## src/rename_defs.svh

```systemverilog
// Rename widths; PREG_NUM must be a power of two larger than AREG_NUM
`ifndef RENAME_DEFS_SVH
`define RENAME_DEFS_SVH

// ============================================================
// Pipeline widths
// ============================================================

// Instructions renamed per cycle
`define RN_WIDTH 2

// Instructions committed per cycle
`define CM_WIDTH 2

// ============================================================
// Register file sizes
// ============================================================

`define AREG_NUM 32  // Architectural registers

// Physical registers, power of two
`define PREG_NUM 64

`endif
```

## src/rename_pkg.sv

```systemverilog
// Rename index types; widths follow the macros in the shared defs header
`include "rename_defs.svh"

package rename_pkg;

  // ============================================================
  // Register index types
  // ============================================================

  // Architectural register index
  typedef logic [$clog2(`AREG_NUM)-1:0] areg_t;

  // Physical register index
  typedef logic [$clog2(`PREG_NUM)-1:0] preg_t;

  // Free list occupancy, one bit wider so a full list fits
  typedef logic [$clog2(`PREG_NUM):0] fcnt_t;

endpackage

```

## src/rename_top.sv

```systemverilog
// Rename subsystem top; no back-pressure, commits must come in order from a correct ROB
`timescale 1ns/1ps
`include "rename_defs.svh"

module rename_top (
  input  logic                                  clk,
  input  logic                                  rst_n,
  // ============================================================
  // Rename request
  // ============================================================
  input  logic [`RN_WIDTH-1:0]                  rn_valid_i,
  input  logic [`RN_WIDTH-1:0]                  rn_dst_en_i,
  input  rename_pkg::areg_t [`RN_WIDTH-1:0]     rn_dst_i,
  input  rename_pkg::areg_t [`RN_WIDTH-1:0]     rn_src1_i,
  input  rename_pkg::areg_t [`RN_WIDTH-1:0]     rn_src2_i,
  // ============================================================
  // Rename result, one cycle later
  // ============================================================
  output logic [`RN_WIDTH-1:0]                  rn_out_valid_o,
  output logic                                  rn_reject_o,
  output rename_pkg::preg_t [`RN_WIDTH-1:0]     rn_pdst_o,
  output rename_pkg::preg_t [`RN_WIDTH-1:0]     rn_psrc1_o,
  output rename_pkg::preg_t [`RN_WIDTH-1:0]     rn_psrc2_o,
  output rename_pkg::preg_t [`RN_WIDTH-1:0]     rn_old_pdst_o,
  // ============================================================
  // Commit
  // ============================================================
  input  logic [`CM_WIDTH-1:0]                  cm_valid_i,
  input  rename_pkg::areg_t [`CM_WIDTH-1:0]     cm_areg_i,      // ROB side only, bitmap ignores it
  input  rename_pkg::preg_t [`CM_WIDTH-1:0]     cm_preg_i,
  input  rename_pkg::preg_t [`CM_WIDTH-1:0]     cm_old_preg_i,
  output logic [`PREG_NUM-1:0]                  arch_valid_o,   // Combinational
  output rename_pkg::fcnt_t                     free_cnt_o      // Registered
);

  logic                                alloc_ok;  // Group fits in free list
  rename_pkg::preg_t [`RN_WIDTH-1:0]   fl_preg;   // Head regs per slot

  // Old regs of commits go straight back as releases
  free_list u_free_list (
    .clk          (clk),
    .rst_n        (rst_n),
    .rn_valid_i   (rn_valid_i),
    .rn_dst_en_i  (rn_dst_en_i),
    .rel_valid_i  (cm_valid_i),
    .rel_preg_i   (cm_old_preg_i),
    .alloc_ok_o   (alloc_ok),
    .alloc_preg_o (fl_preg),
    .free_cnt_o   (free_cnt_o)
  );

  spec_alias_table u_spec_alias_table (
    .clk            (clk),
    .rst_n          (rst_n),
    .rn_valid_i     (rn_valid_i),
    .rn_dst_en_i    (rn_dst_en_i),
    .rn_dst_i       (rn_dst_i),
    .rn_src1_i      (rn_src1_i),
    .rn_src2_i      (rn_src2_i),
    .alloc_ok_i     (alloc_ok),
    .alloc_preg_i   (fl_preg),
    .rn_out_valid_o (rn_out_valid_o),
    .rn_reject_o    (rn_reject_o),
    .rn_pdst_o      (rn_pdst_o),
    .rn_psrc1_o     (rn_psrc1_o),
    .rn_psrc2_o     (rn_psrc2_o),
    .rn_old_pdst_o  (rn_old_pdst_o)
  );

  arch_alias_table u_arch_alias_table (
    .clk           (clk),
    .rst_n         (rst_n),
    .cm_valid_i    (cm_valid_i),
    .cm_preg_i     (cm_preg_i),
    .cm_old_preg_i (cm_old_preg_i),
    .arch_valid_o  (arch_valid_o)
  );

endmodule

```

## src/arch_alias_table.sv

```systemverilog
// Committed-state bitmap; output is combinational and includes this cycle's commits
`timescale 1ns/1ps
`include "rename_defs.svh"

module arch_alias_table (
  input  logic                                  clk,
  input  logic                                  rst_n,
  input  logic [`CM_WIDTH-1:0]                  cm_valid_i,     // Per commit slot
  input  rename_pkg::preg_t [`CM_WIDTH-1:0]     cm_preg_i,      // New reg, now committed
  input  rename_pkg::preg_t [`CM_WIDTH-1:0]     cm_old_preg_i,  // Replaced reg
  output logic [`PREG_NUM-1:0]                  arch_valid_o
);

  // ============================================================
  // Bitmap state
  // ============================================================

  logic [`PREG_NUM-1:0] valid_q;  // One bit per preg
  logic [`PREG_NUM-1:0] valid_n;

  // Apply commits in slot order
  always_comb begin
    valid_n = valid_q;
    for (int c = 0; c < `CM_WIDTH; c++) begin
      if (cm_valid_i[c]) begin
        valid_n[cm_preg_i[c]]     = 1'b1;
        valid_n[cm_old_preg_i[c]] = 1'b0;  // Old reg freed
      end
    end
  end

  always_ff @(posedge clk or negedge rst_n) begin
    if (!rst_n) begin
      valid_q <= '0;
      valid_q[`AREG_NUM-1:0] <= '1;  // Identity map at reset
    end else begin
      valid_q <= valid_n;
    end
  end

  assign arch_valid_o = valid_n;  // Next state, same cycle view

endmodule

```

## src/spec_alias_table.sv

```systemverilog
// Speculative rename map; no flush recovery, rejected group leaves the map untouched
`timescale 1ns/1ps
`include "rename_defs.svh"

module spec_alias_table (
  input  logic                                  clk,
  input  logic                                  rst_n,
  // Rename request, valid slots packed from slot 0
  input  logic [`RN_WIDTH-1:0]                  rn_valid_i,
  input  logic [`RN_WIDTH-1:0]                  rn_dst_en_i,
  input  rename_pkg::areg_t [`RN_WIDTH-1:0]     rn_dst_i,
  input  rename_pkg::areg_t [`RN_WIDTH-1:0]     rn_src1_i,
  input  rename_pkg::areg_t [`RN_WIDTH-1:0]     rn_src2_i,
  // From the free list
  input  logic                                  alloc_ok_i,
  input  rename_pkg::preg_t [`RN_WIDTH-1:0]     alloc_preg_i,
  // Result, one cycle after request
  output logic [`RN_WIDTH-1:0]                  rn_out_valid_o,
  output logic                                  rn_reject_o,
  output rename_pkg::preg_t [`RN_WIDTH-1:0]     rn_pdst_o,
  output rename_pkg::preg_t [`RN_WIDTH-1:0]     rn_psrc1_o,
  output rename_pkg::preg_t [`RN_WIDTH-1:0]     rn_psrc2_o,
  output rename_pkg::preg_t [`RN_WIDTH-1:0]     rn_old_pdst_o
);

  // ============================================================
  // Map storage
  // ============================================================

  rename_pkg::preg_t map_q [`AREG_NUM];  // areg -> newest preg

  rename_pkg::preg_t [`RN_WIDTH-1:0] psrc1;     // Looked up, bypassed
  rename_pkg::preg_t [`RN_WIDTH-1:0] psrc2;
  rename_pkg::preg_t [`RN_WIDTH-1:0] old_pdst;
  logic              [`RN_WIDTH-1:0] wr_en;     // Slot writes a dst

  assign wr_en = rn_valid_i & rn_dst_en_i;

  // ============================================================
  // Lookup with intra-group bypass
  // ============================================================

  always_comb begin
    for (int k = 0; k < `RN_WIDTH; k++) begin
      psrc1[k]    = map_q[rn_src1_i[k]];
      psrc2[k]    = map_q[rn_src2_i[k]];
      old_pdst[k] = map_q[rn_dst_i[k]];
      // Older slots in the group override the map, youngest older slot last
      for (int j = 0; j < k; j++) begin
        if (wr_en[j] && (rn_dst_i[j] == rn_src1_i[k])) begin
          psrc1[k] = alloc_preg_i[j];
        end
        if (wr_en[j] && (rn_dst_i[j] == rn_src2_i[k])) begin
          psrc2[k] = alloc_preg_i[j];
        end
        if (wr_en[j] && (rn_dst_i[j] == rn_dst_i[k])) begin
          old_pdst[k] = alloc_preg_i[j];  // Overwrites what slot j just made
        end
      end
    end
  end

  // ============================================================
  // Map update on grant
  // ============================================================

  always_ff @(posedge clk or negedge rst_n) begin
    if (!rst_n) begin
      for (int i = 0; i < `AREG_NUM; i++) begin
        map_q[i] <= rename_pkg::preg_t'(i);  // Identity map
      end
    end else if (alloc_ok_i) begin
      for (int k = 0; k < `RN_WIDTH; k++) begin
        if (wr_en[k]) begin
          map_q[rn_dst_i[k]] <= alloc_preg_i[k];  // Later slot wins on same areg
        end
      end
    end
  end

  // ============================================================
  // Result registers
  // ============================================================

  // Control strobes
  always_ff @(posedge clk or negedge rst_n) begin
    if (!rst_n) begin
      rn_out_valid_o <= '0;
      rn_reject_o    <= 1'b0;
    end else begin
      rn_out_valid_o <= rn_valid_i;
      rn_reject_o    <= ~alloc_ok_i;  // High only when demand exceeds count
    end
  end

  // Payload, follows the strobes
  always_ff @(posedge clk) begin
    rn_pdst_o     <= alloc_preg_i;
    rn_psrc1_o    <= psrc1;
    rn_psrc2_o    <= psrc2;
    rn_old_pdst_o <= old_pdst;
  end

endmodule

```

## src/free_list.sv

```systemverilog
// Free physical register queue; caller must never release more regs than the queue can hold
`timescale 1ns/1ps
`include "rename_defs.svh"

module free_list (
  input  logic                                  clk,
  input  logic                                  rst_n,
  // Rename side
  input  logic [`RN_WIDTH-1:0]                  rn_valid_i,
  input  logic [`RN_WIDTH-1:0]                  rn_dst_en_i,
  // Commit side, old regs coming back
  input  logic [`CM_WIDTH-1:0]                  rel_valid_i,
  input  rename_pkg::preg_t [`CM_WIDTH-1:0]     rel_preg_i,
  // Grant and head regs
  output logic                                  alloc_ok_o,
  output rename_pkg::preg_t [`RN_WIDTH-1:0]     alloc_preg_o,
  output rename_pkg::fcnt_t                     free_cnt_o
);

  // ============================================================
  // Queue storage and pointers
  // ============================================================

  rename_pkg::preg_t fifo_q [`PREG_NUM];  // Circular array of free regs
  rename_pkg::preg_t head_q;              // Next reg to hand out
  rename_pkg::preg_t tail_q;              // Next slot to refill
  rename_pkg::fcnt_t cnt_q;               // Free regs held

  rename_pkg::fcnt_t demand;              // Dst slots in this group
  rename_pkg::fcnt_t rel_cnt;             // Releases this cycle
  rename_pkg::fcnt_t grant_cnt;           // Demand actually taken
  rename_pkg::preg_t rel_ofs [`CM_WIDTH]; // Tail offset per release slot

  // ============================================================
  // Demand, grant and head lookup
  // ============================================================

  always_comb begin
    rename_pkg::preg_t dst_ofs;
    dst_ofs = '0;
    demand  = '0;
    for (int k = 0; k < `RN_WIDTH; k++) begin
      // Packed over dst slots only
      alloc_preg_o[k] = fifo_q[head_q + dst_ofs];
      if (rn_valid_i[k] && rn_dst_en_i[k]) begin
        dst_ofs = dst_ofs + 1'b1;
        demand  = demand + 1'b1;
      end
    end
  end

  assign alloc_ok_o = (demand <= cnt_q);     // Whole group or nothing
  assign grant_cnt  = alloc_ok_o ? demand : '0;

  // Tail offsets for releases, slot order
  always_comb begin
    rel_cnt = '0;
    for (int c = 0; c < `CM_WIDTH; c++) begin
      rel_ofs[c] = rel_cnt[$clog2(`PREG_NUM)-1:0];
      if (rel_valid_i[c]) begin
        rel_cnt = rel_cnt + 1'b1;
      end
    end
  end

  // ============================================================
  // State update
  // ============================================================

  // Pointers and count
  always_ff @(posedge clk or negedge rst_n) begin
    if (!rst_n) begin
      head_q <= '0;
      tail_q <= rename_pkg::preg_t'(`PREG_NUM - `AREG_NUM);  // Past the initial free regs
      cnt_q  <= rename_pkg::fcnt_t'(`PREG_NUM - `AREG_NUM);
    end else begin
      head_q <= head_q + grant_cnt[$clog2(`PREG_NUM)-1:0];  // Wraps, power of two
      tail_q <= tail_q + rel_cnt[$clog2(`PREG_NUM)-1:0];
      cnt_q  <= cnt_q + rel_cnt - grant_cnt;
    end
  end

  // Queue contents; initial image is AREG_NUM upward
  always_ff @(posedge clk or negedge rst_n) begin
    if (!rst_n) begin
      for (int i = 0; i < `PREG_NUM; i++) begin
        // Entries past the tail wrap around, never read before refill
        fifo_q[i] <= rename_pkg::preg_t'(i + `AREG_NUM);
      end
    end else begin
      for (int c = 0; c < `CM_WIDTH; c++) begin
        if (rel_valid_i[c]) begin
          fifo_q[tail_q + rel_ofs[c]] <= rel_preg_i[c];  // Visible to alloc next cycle
        end
      end
    end
  end

  assign free_cnt_o = cnt_q;  // Registered count

endmodule

```

## config.mk

```make
export PLATFORM = sky130hd
export DESIGN_NAME = rename_top
export DESIGN_NICKNAME = d
export VERILOG_FILES = /design/src/rename_pkg.sv /design/src/rename_top.sv /design/src/arch_alias_table.sv /design/src/spec_alias_table.sv /design/src/free_list.sv
export VERILOG_INCLUDE_DIRS = /design/src
export SDC_FILE = /design/constraint.sdc
export NUM_CORES = 2
export LEC_CHECK = 0
export BUFFER_PORTS_ARGS = -buffer_cell sky130_fd_sc_hd__buf_4
export CAP_MARGIN = 0
export CORE_AREA = 2 2 248 372
export CTS_CLUSTER_DIAMETER = 50
export DETAILED_ROUTE_END_ITERATION = 8
export DIE_AREA = 0 0 250 374
export PLACE_DENSITY = 0.83
export SYNTH_ARGS = -nofsm -noshare
export SYNTH_HDL_FRONTEND = slang
export SYNTH_SLANG_ARGS = --single-unit
```

## constraint.sdc

```tcl
create_clock -name clk -period 8.3 [get_ports clk]
set_input_delay 1.245 -clock clk [delete_from_list [all_inputs] [get_ports clk]]
set_output_delay 1.245 -clock clk [all_outputs]
set_load 0.02 [all_outputs]
```

==> results.md <==
- Gate Count Post-Synth: 4506
- Most used cell, CP: buf_4
- Final setup viols: 0
- Drt drc: 0
- Initial core utilization: 54.5%
- Clock sinks: 710
- Synth async-reset ratio: 93.2%
- Ys Warns: 0
- Post-Route Setup TNS: 0 ns
- Outcome: completed
- FILL cells: 7263
- I/O pins: 194
- Commonest register cell after synthesis: dfrtp_1
- Setup crit end kind: flop
- Placed cells: 5526
- Initial antenna violation count: 21
- GPL Wtd Cong: 1.11
- # rows: 135
- Pleak: 21.4 nW
- Drt wl/cell: 35.7 µm
- TritonRoute pass-1 iters: 8
- Gr usage total: 43.5%
- Post-synth EDFFs: 0
- Crit Path Class: reg -> reg
- Min Tclk post-route: 5.19 ns
- Max-Slew Margin vs Limit: 4.79%
- Max-slew violation count: 0
- CP Launch Type: flop
- Routed Antenna Nets: 0
- Vias: 44.2k
- RSZ-0062 raised after global routing: false
- Root Buffer Master: clkbuf_16
- CTS tree: built
- Crit share post-route: 62.5%
- Area occupied by multi-input gates: 0.0296 mm²
- Max Clk Rate: 0.193 GHz
- Die area: 0.0935 mm²
- Power Dens Cells: 435 mW/mm²
- Register area: 0.0179 mm²
- Port Buffers: 183
- Ranking of synthesized cells by area: mux4_2 24%, dfrtp_1 18%, dfstp_2 16%
- Cell accounting for the most synthesized area: mux4_2
- Largest net degree at the start of global routing: 179
- Post-Syn Nets: 4604
- Final Instance Count excl. Fillers: 5682
- Share of layout cells above drive strength 1: 30.5%
- HP Class: reg -> reg
- Maximum VDD drop: 0.399 mV
- Core area: 0.0902 mm²
- CTS clk-pin slew, worst paths: 0.07 ns
- GRT Residual Overflow: 0
- Sequential cell area fraction in the yosys report: 36.4%
- Clk_skew: 0.0510 ns
- Syn Area/Cell: 10.9 µm²
- Final hold vios: 0
- CTS HTree Levels: 3
- Worst EP arrival: 5.72 ns
- Hold Buf Count CTS: 0
- Hpwl dp: 132 mm
- Grt met1 use: 46.9%
- Hold Crit Depth: 2
- Fraction of post-synthesis cell area in the top cell type by area: 24.2%
- Post-synthesis instance area: 0.0492 mm²
- CTS Buf Count: 78
- Yosys reg bits: 710
- DRT iter0 DRCs: 6996
- Clk Latency, worst-skew pair: 0.72 ns
- Die Span Y: 374 µm
- Library cells used by synthesis: 73
- Vias per cell: 7.78
- Post-CTS sizing: 0
- NumNets Final: 4540
- Post-CTS Setup Inserts: 0
- Drt total wl: 203 mm
- Met3 Use GR: 16.7%
- Worst Path Required: 8.83 ns
- M2 GR Usage: 66.3%
- Tightest Pin Transition: 1.42 ns
- Area grow syn2layout: 9.44%
- Crit path largest cell delay: 1.11 ns
- Most common cell in the netlist: mux4_2
- Vias in the first global route: 42.9k
- Worst Path Max Fanout: 39
- CP max-delay cell: mux2i_1
- Number of max-cap violations: 0
- R2R cell count: 9
- GR peak layer: met2
- First-pass GRT wire length: 297 mm
- Post-synth top cells: 528 x mux4_2, 496 x a21oi_1, 473 x nor2_1
- Crit path cell chain: buf_4, nand4_1, or3_1, nand2_2, mux2i_1, a32oi_1, o211ai_2, buf_4, a221oi_1
- CTS max path bufs: 3
- Die span in x: 250 µm
layer usage:
layer,up-vias,wire (µm)
li1,17300,-
met1,21500,59700
met2,4079,91200
met3,1336,27900
met4,16,24000
met5,-,136
power breakdown:
part           internal [W]  switching (W)
Combinational       0.00486        0.00743
Clock               0.00209        0.00164
Sequential          0.00547        0.00193
cell type report:
cell class              count  share of cell area [%]
multi-input cells        3343                    54.9
inverters                  45                   0.314
repair buffers            264                    3.79
diodes                     11                  0.0511
clock buffers             114                    4.28
well taps                1164                    2.70
clock inverters            31                   0.681
flip-flops and latches    710                    33.3
logic make-up (layout without fill, tap and decap cells):
kind of cell / count (synthesis) / count (layout) / share of synthesized area [%]
compound gates: 1142 / 1142 / 14.5
xor+xnor: 34 / 34 / 0.605
fa+ha+maj: 26 / 26 / 0.722
buf+inv: 453 / 454 / 3.86
flops: 710 / 710 / 36.4
mux: 979 / 979 / 33.5
other cells: 0 / 11 / 0
simple gates: 1162 / 1162 / 10.4
final timing paths:
path | to | slack, ns | from
setup / recovery | u_spec_alias_table.map_q[69]$_DFFE_PN0N_ | 3.11 | u_free_list.head_q[0]$_DFF_PN0_
hold / removal | u_spec_alias_table.map_q[169]$_DFFE_PN1N_ | 0.56 | u_spec_alias_table.map_q[169]$_DFFE_PN1N_
setup reg to reg | u_spec_alias_table.map_q[69]$_DFFE_PN0N_ | 3.11 | u_free_list.head_q[0]$_DFF_PN0_
hold reg to reg | u_spec_alias_table.map_q[169]$_DFFE_PN1N_ | 0.56 | u_spec_alias_table.map_q[169]$_DFFE_PN1N_
max in group asynchronous | u_free_list.fifo_q[155]$_DFF_PN0_ | 6.09 | rst_n
min in group asynchronous | u_arch_alias_table.valid_q[54]$_DFF_PN0_ | 0.58 | rst_n
registers in the layout, summed over array words and instances, names as in the netlist:
| signal | flops |
|---|---|
| u_free_list.fifo_q | 384 |
| u_spec_alias_table.map_q | 192 |
| u_arch_alias_table.valid_q | 64 |
| u_spec_alias_table.rn_old_pdst_o | 12 |
| u_spec_alias_table.rn_pdst_o | 12 |
| u_spec_alias_table.rn_psrc1_o | 12 |
| u_spec_alias_table.rn_psrc2_o | 12 |
| u_free_list.free_cnt_o | 7 |
| u_free_list.head_q | 6 |
| u_free_list.tail_q | 6 |
| u_spec_alias_table.rn_out_valid_o | 2 |
| u_spec_alias_table.rn_reject_o | 1 |
layout by cell type, fill, tap and decap left out, types with 17 or more instances in the layout:
cell type  instances
a221o_1           33
buf_4            259
a221oi_2          29
nand3_1           74
a31oi_1           76
nor2_1           473
clkbuf_1          20
and3_1            65
xor2_1            17
inv_1             42
nand2_1          380
a21oi_1          495
dfxtp_1           48
mux2i_1          378
mux4_2           528
a22oi_1           50
nand4_1           33
dfstp_2          306
ha_1              21
clkbuf_16         83
nor3b_1           17
o21ai_0          211
a22o_1            20
mux2_2            73
dfrtp_1          354
a221oi_1          80
o22ai_1           69
nor3_1            37
through the flow:
stage                     power, W  setup WS (ns)  area (µm²)  hold WS [ns]  utilization [%]
after floorplan             0.0142           3.13       49200         0.500                -
after global placement      0.0183           3.13       51100         0.530             56.7
after detailed placement    0.0186           3.06       51100         0.538             56.7
after CTS                   0.0223           3.31       53800         0.550             59.7
after global routing        0.0239           2.98       53800         0.579             59.7
final                       0.0234           3.11       53800         0.555             59.7
critical path, delay by kind of cell (launching register included):
family	cells	cell delay, ns
flops	1	0.39
buf+inv	2	1.15
simple gates	3	1.66
compound gates	3	0.59
mux	1	1.11
(Power assumes the default switching activity.)
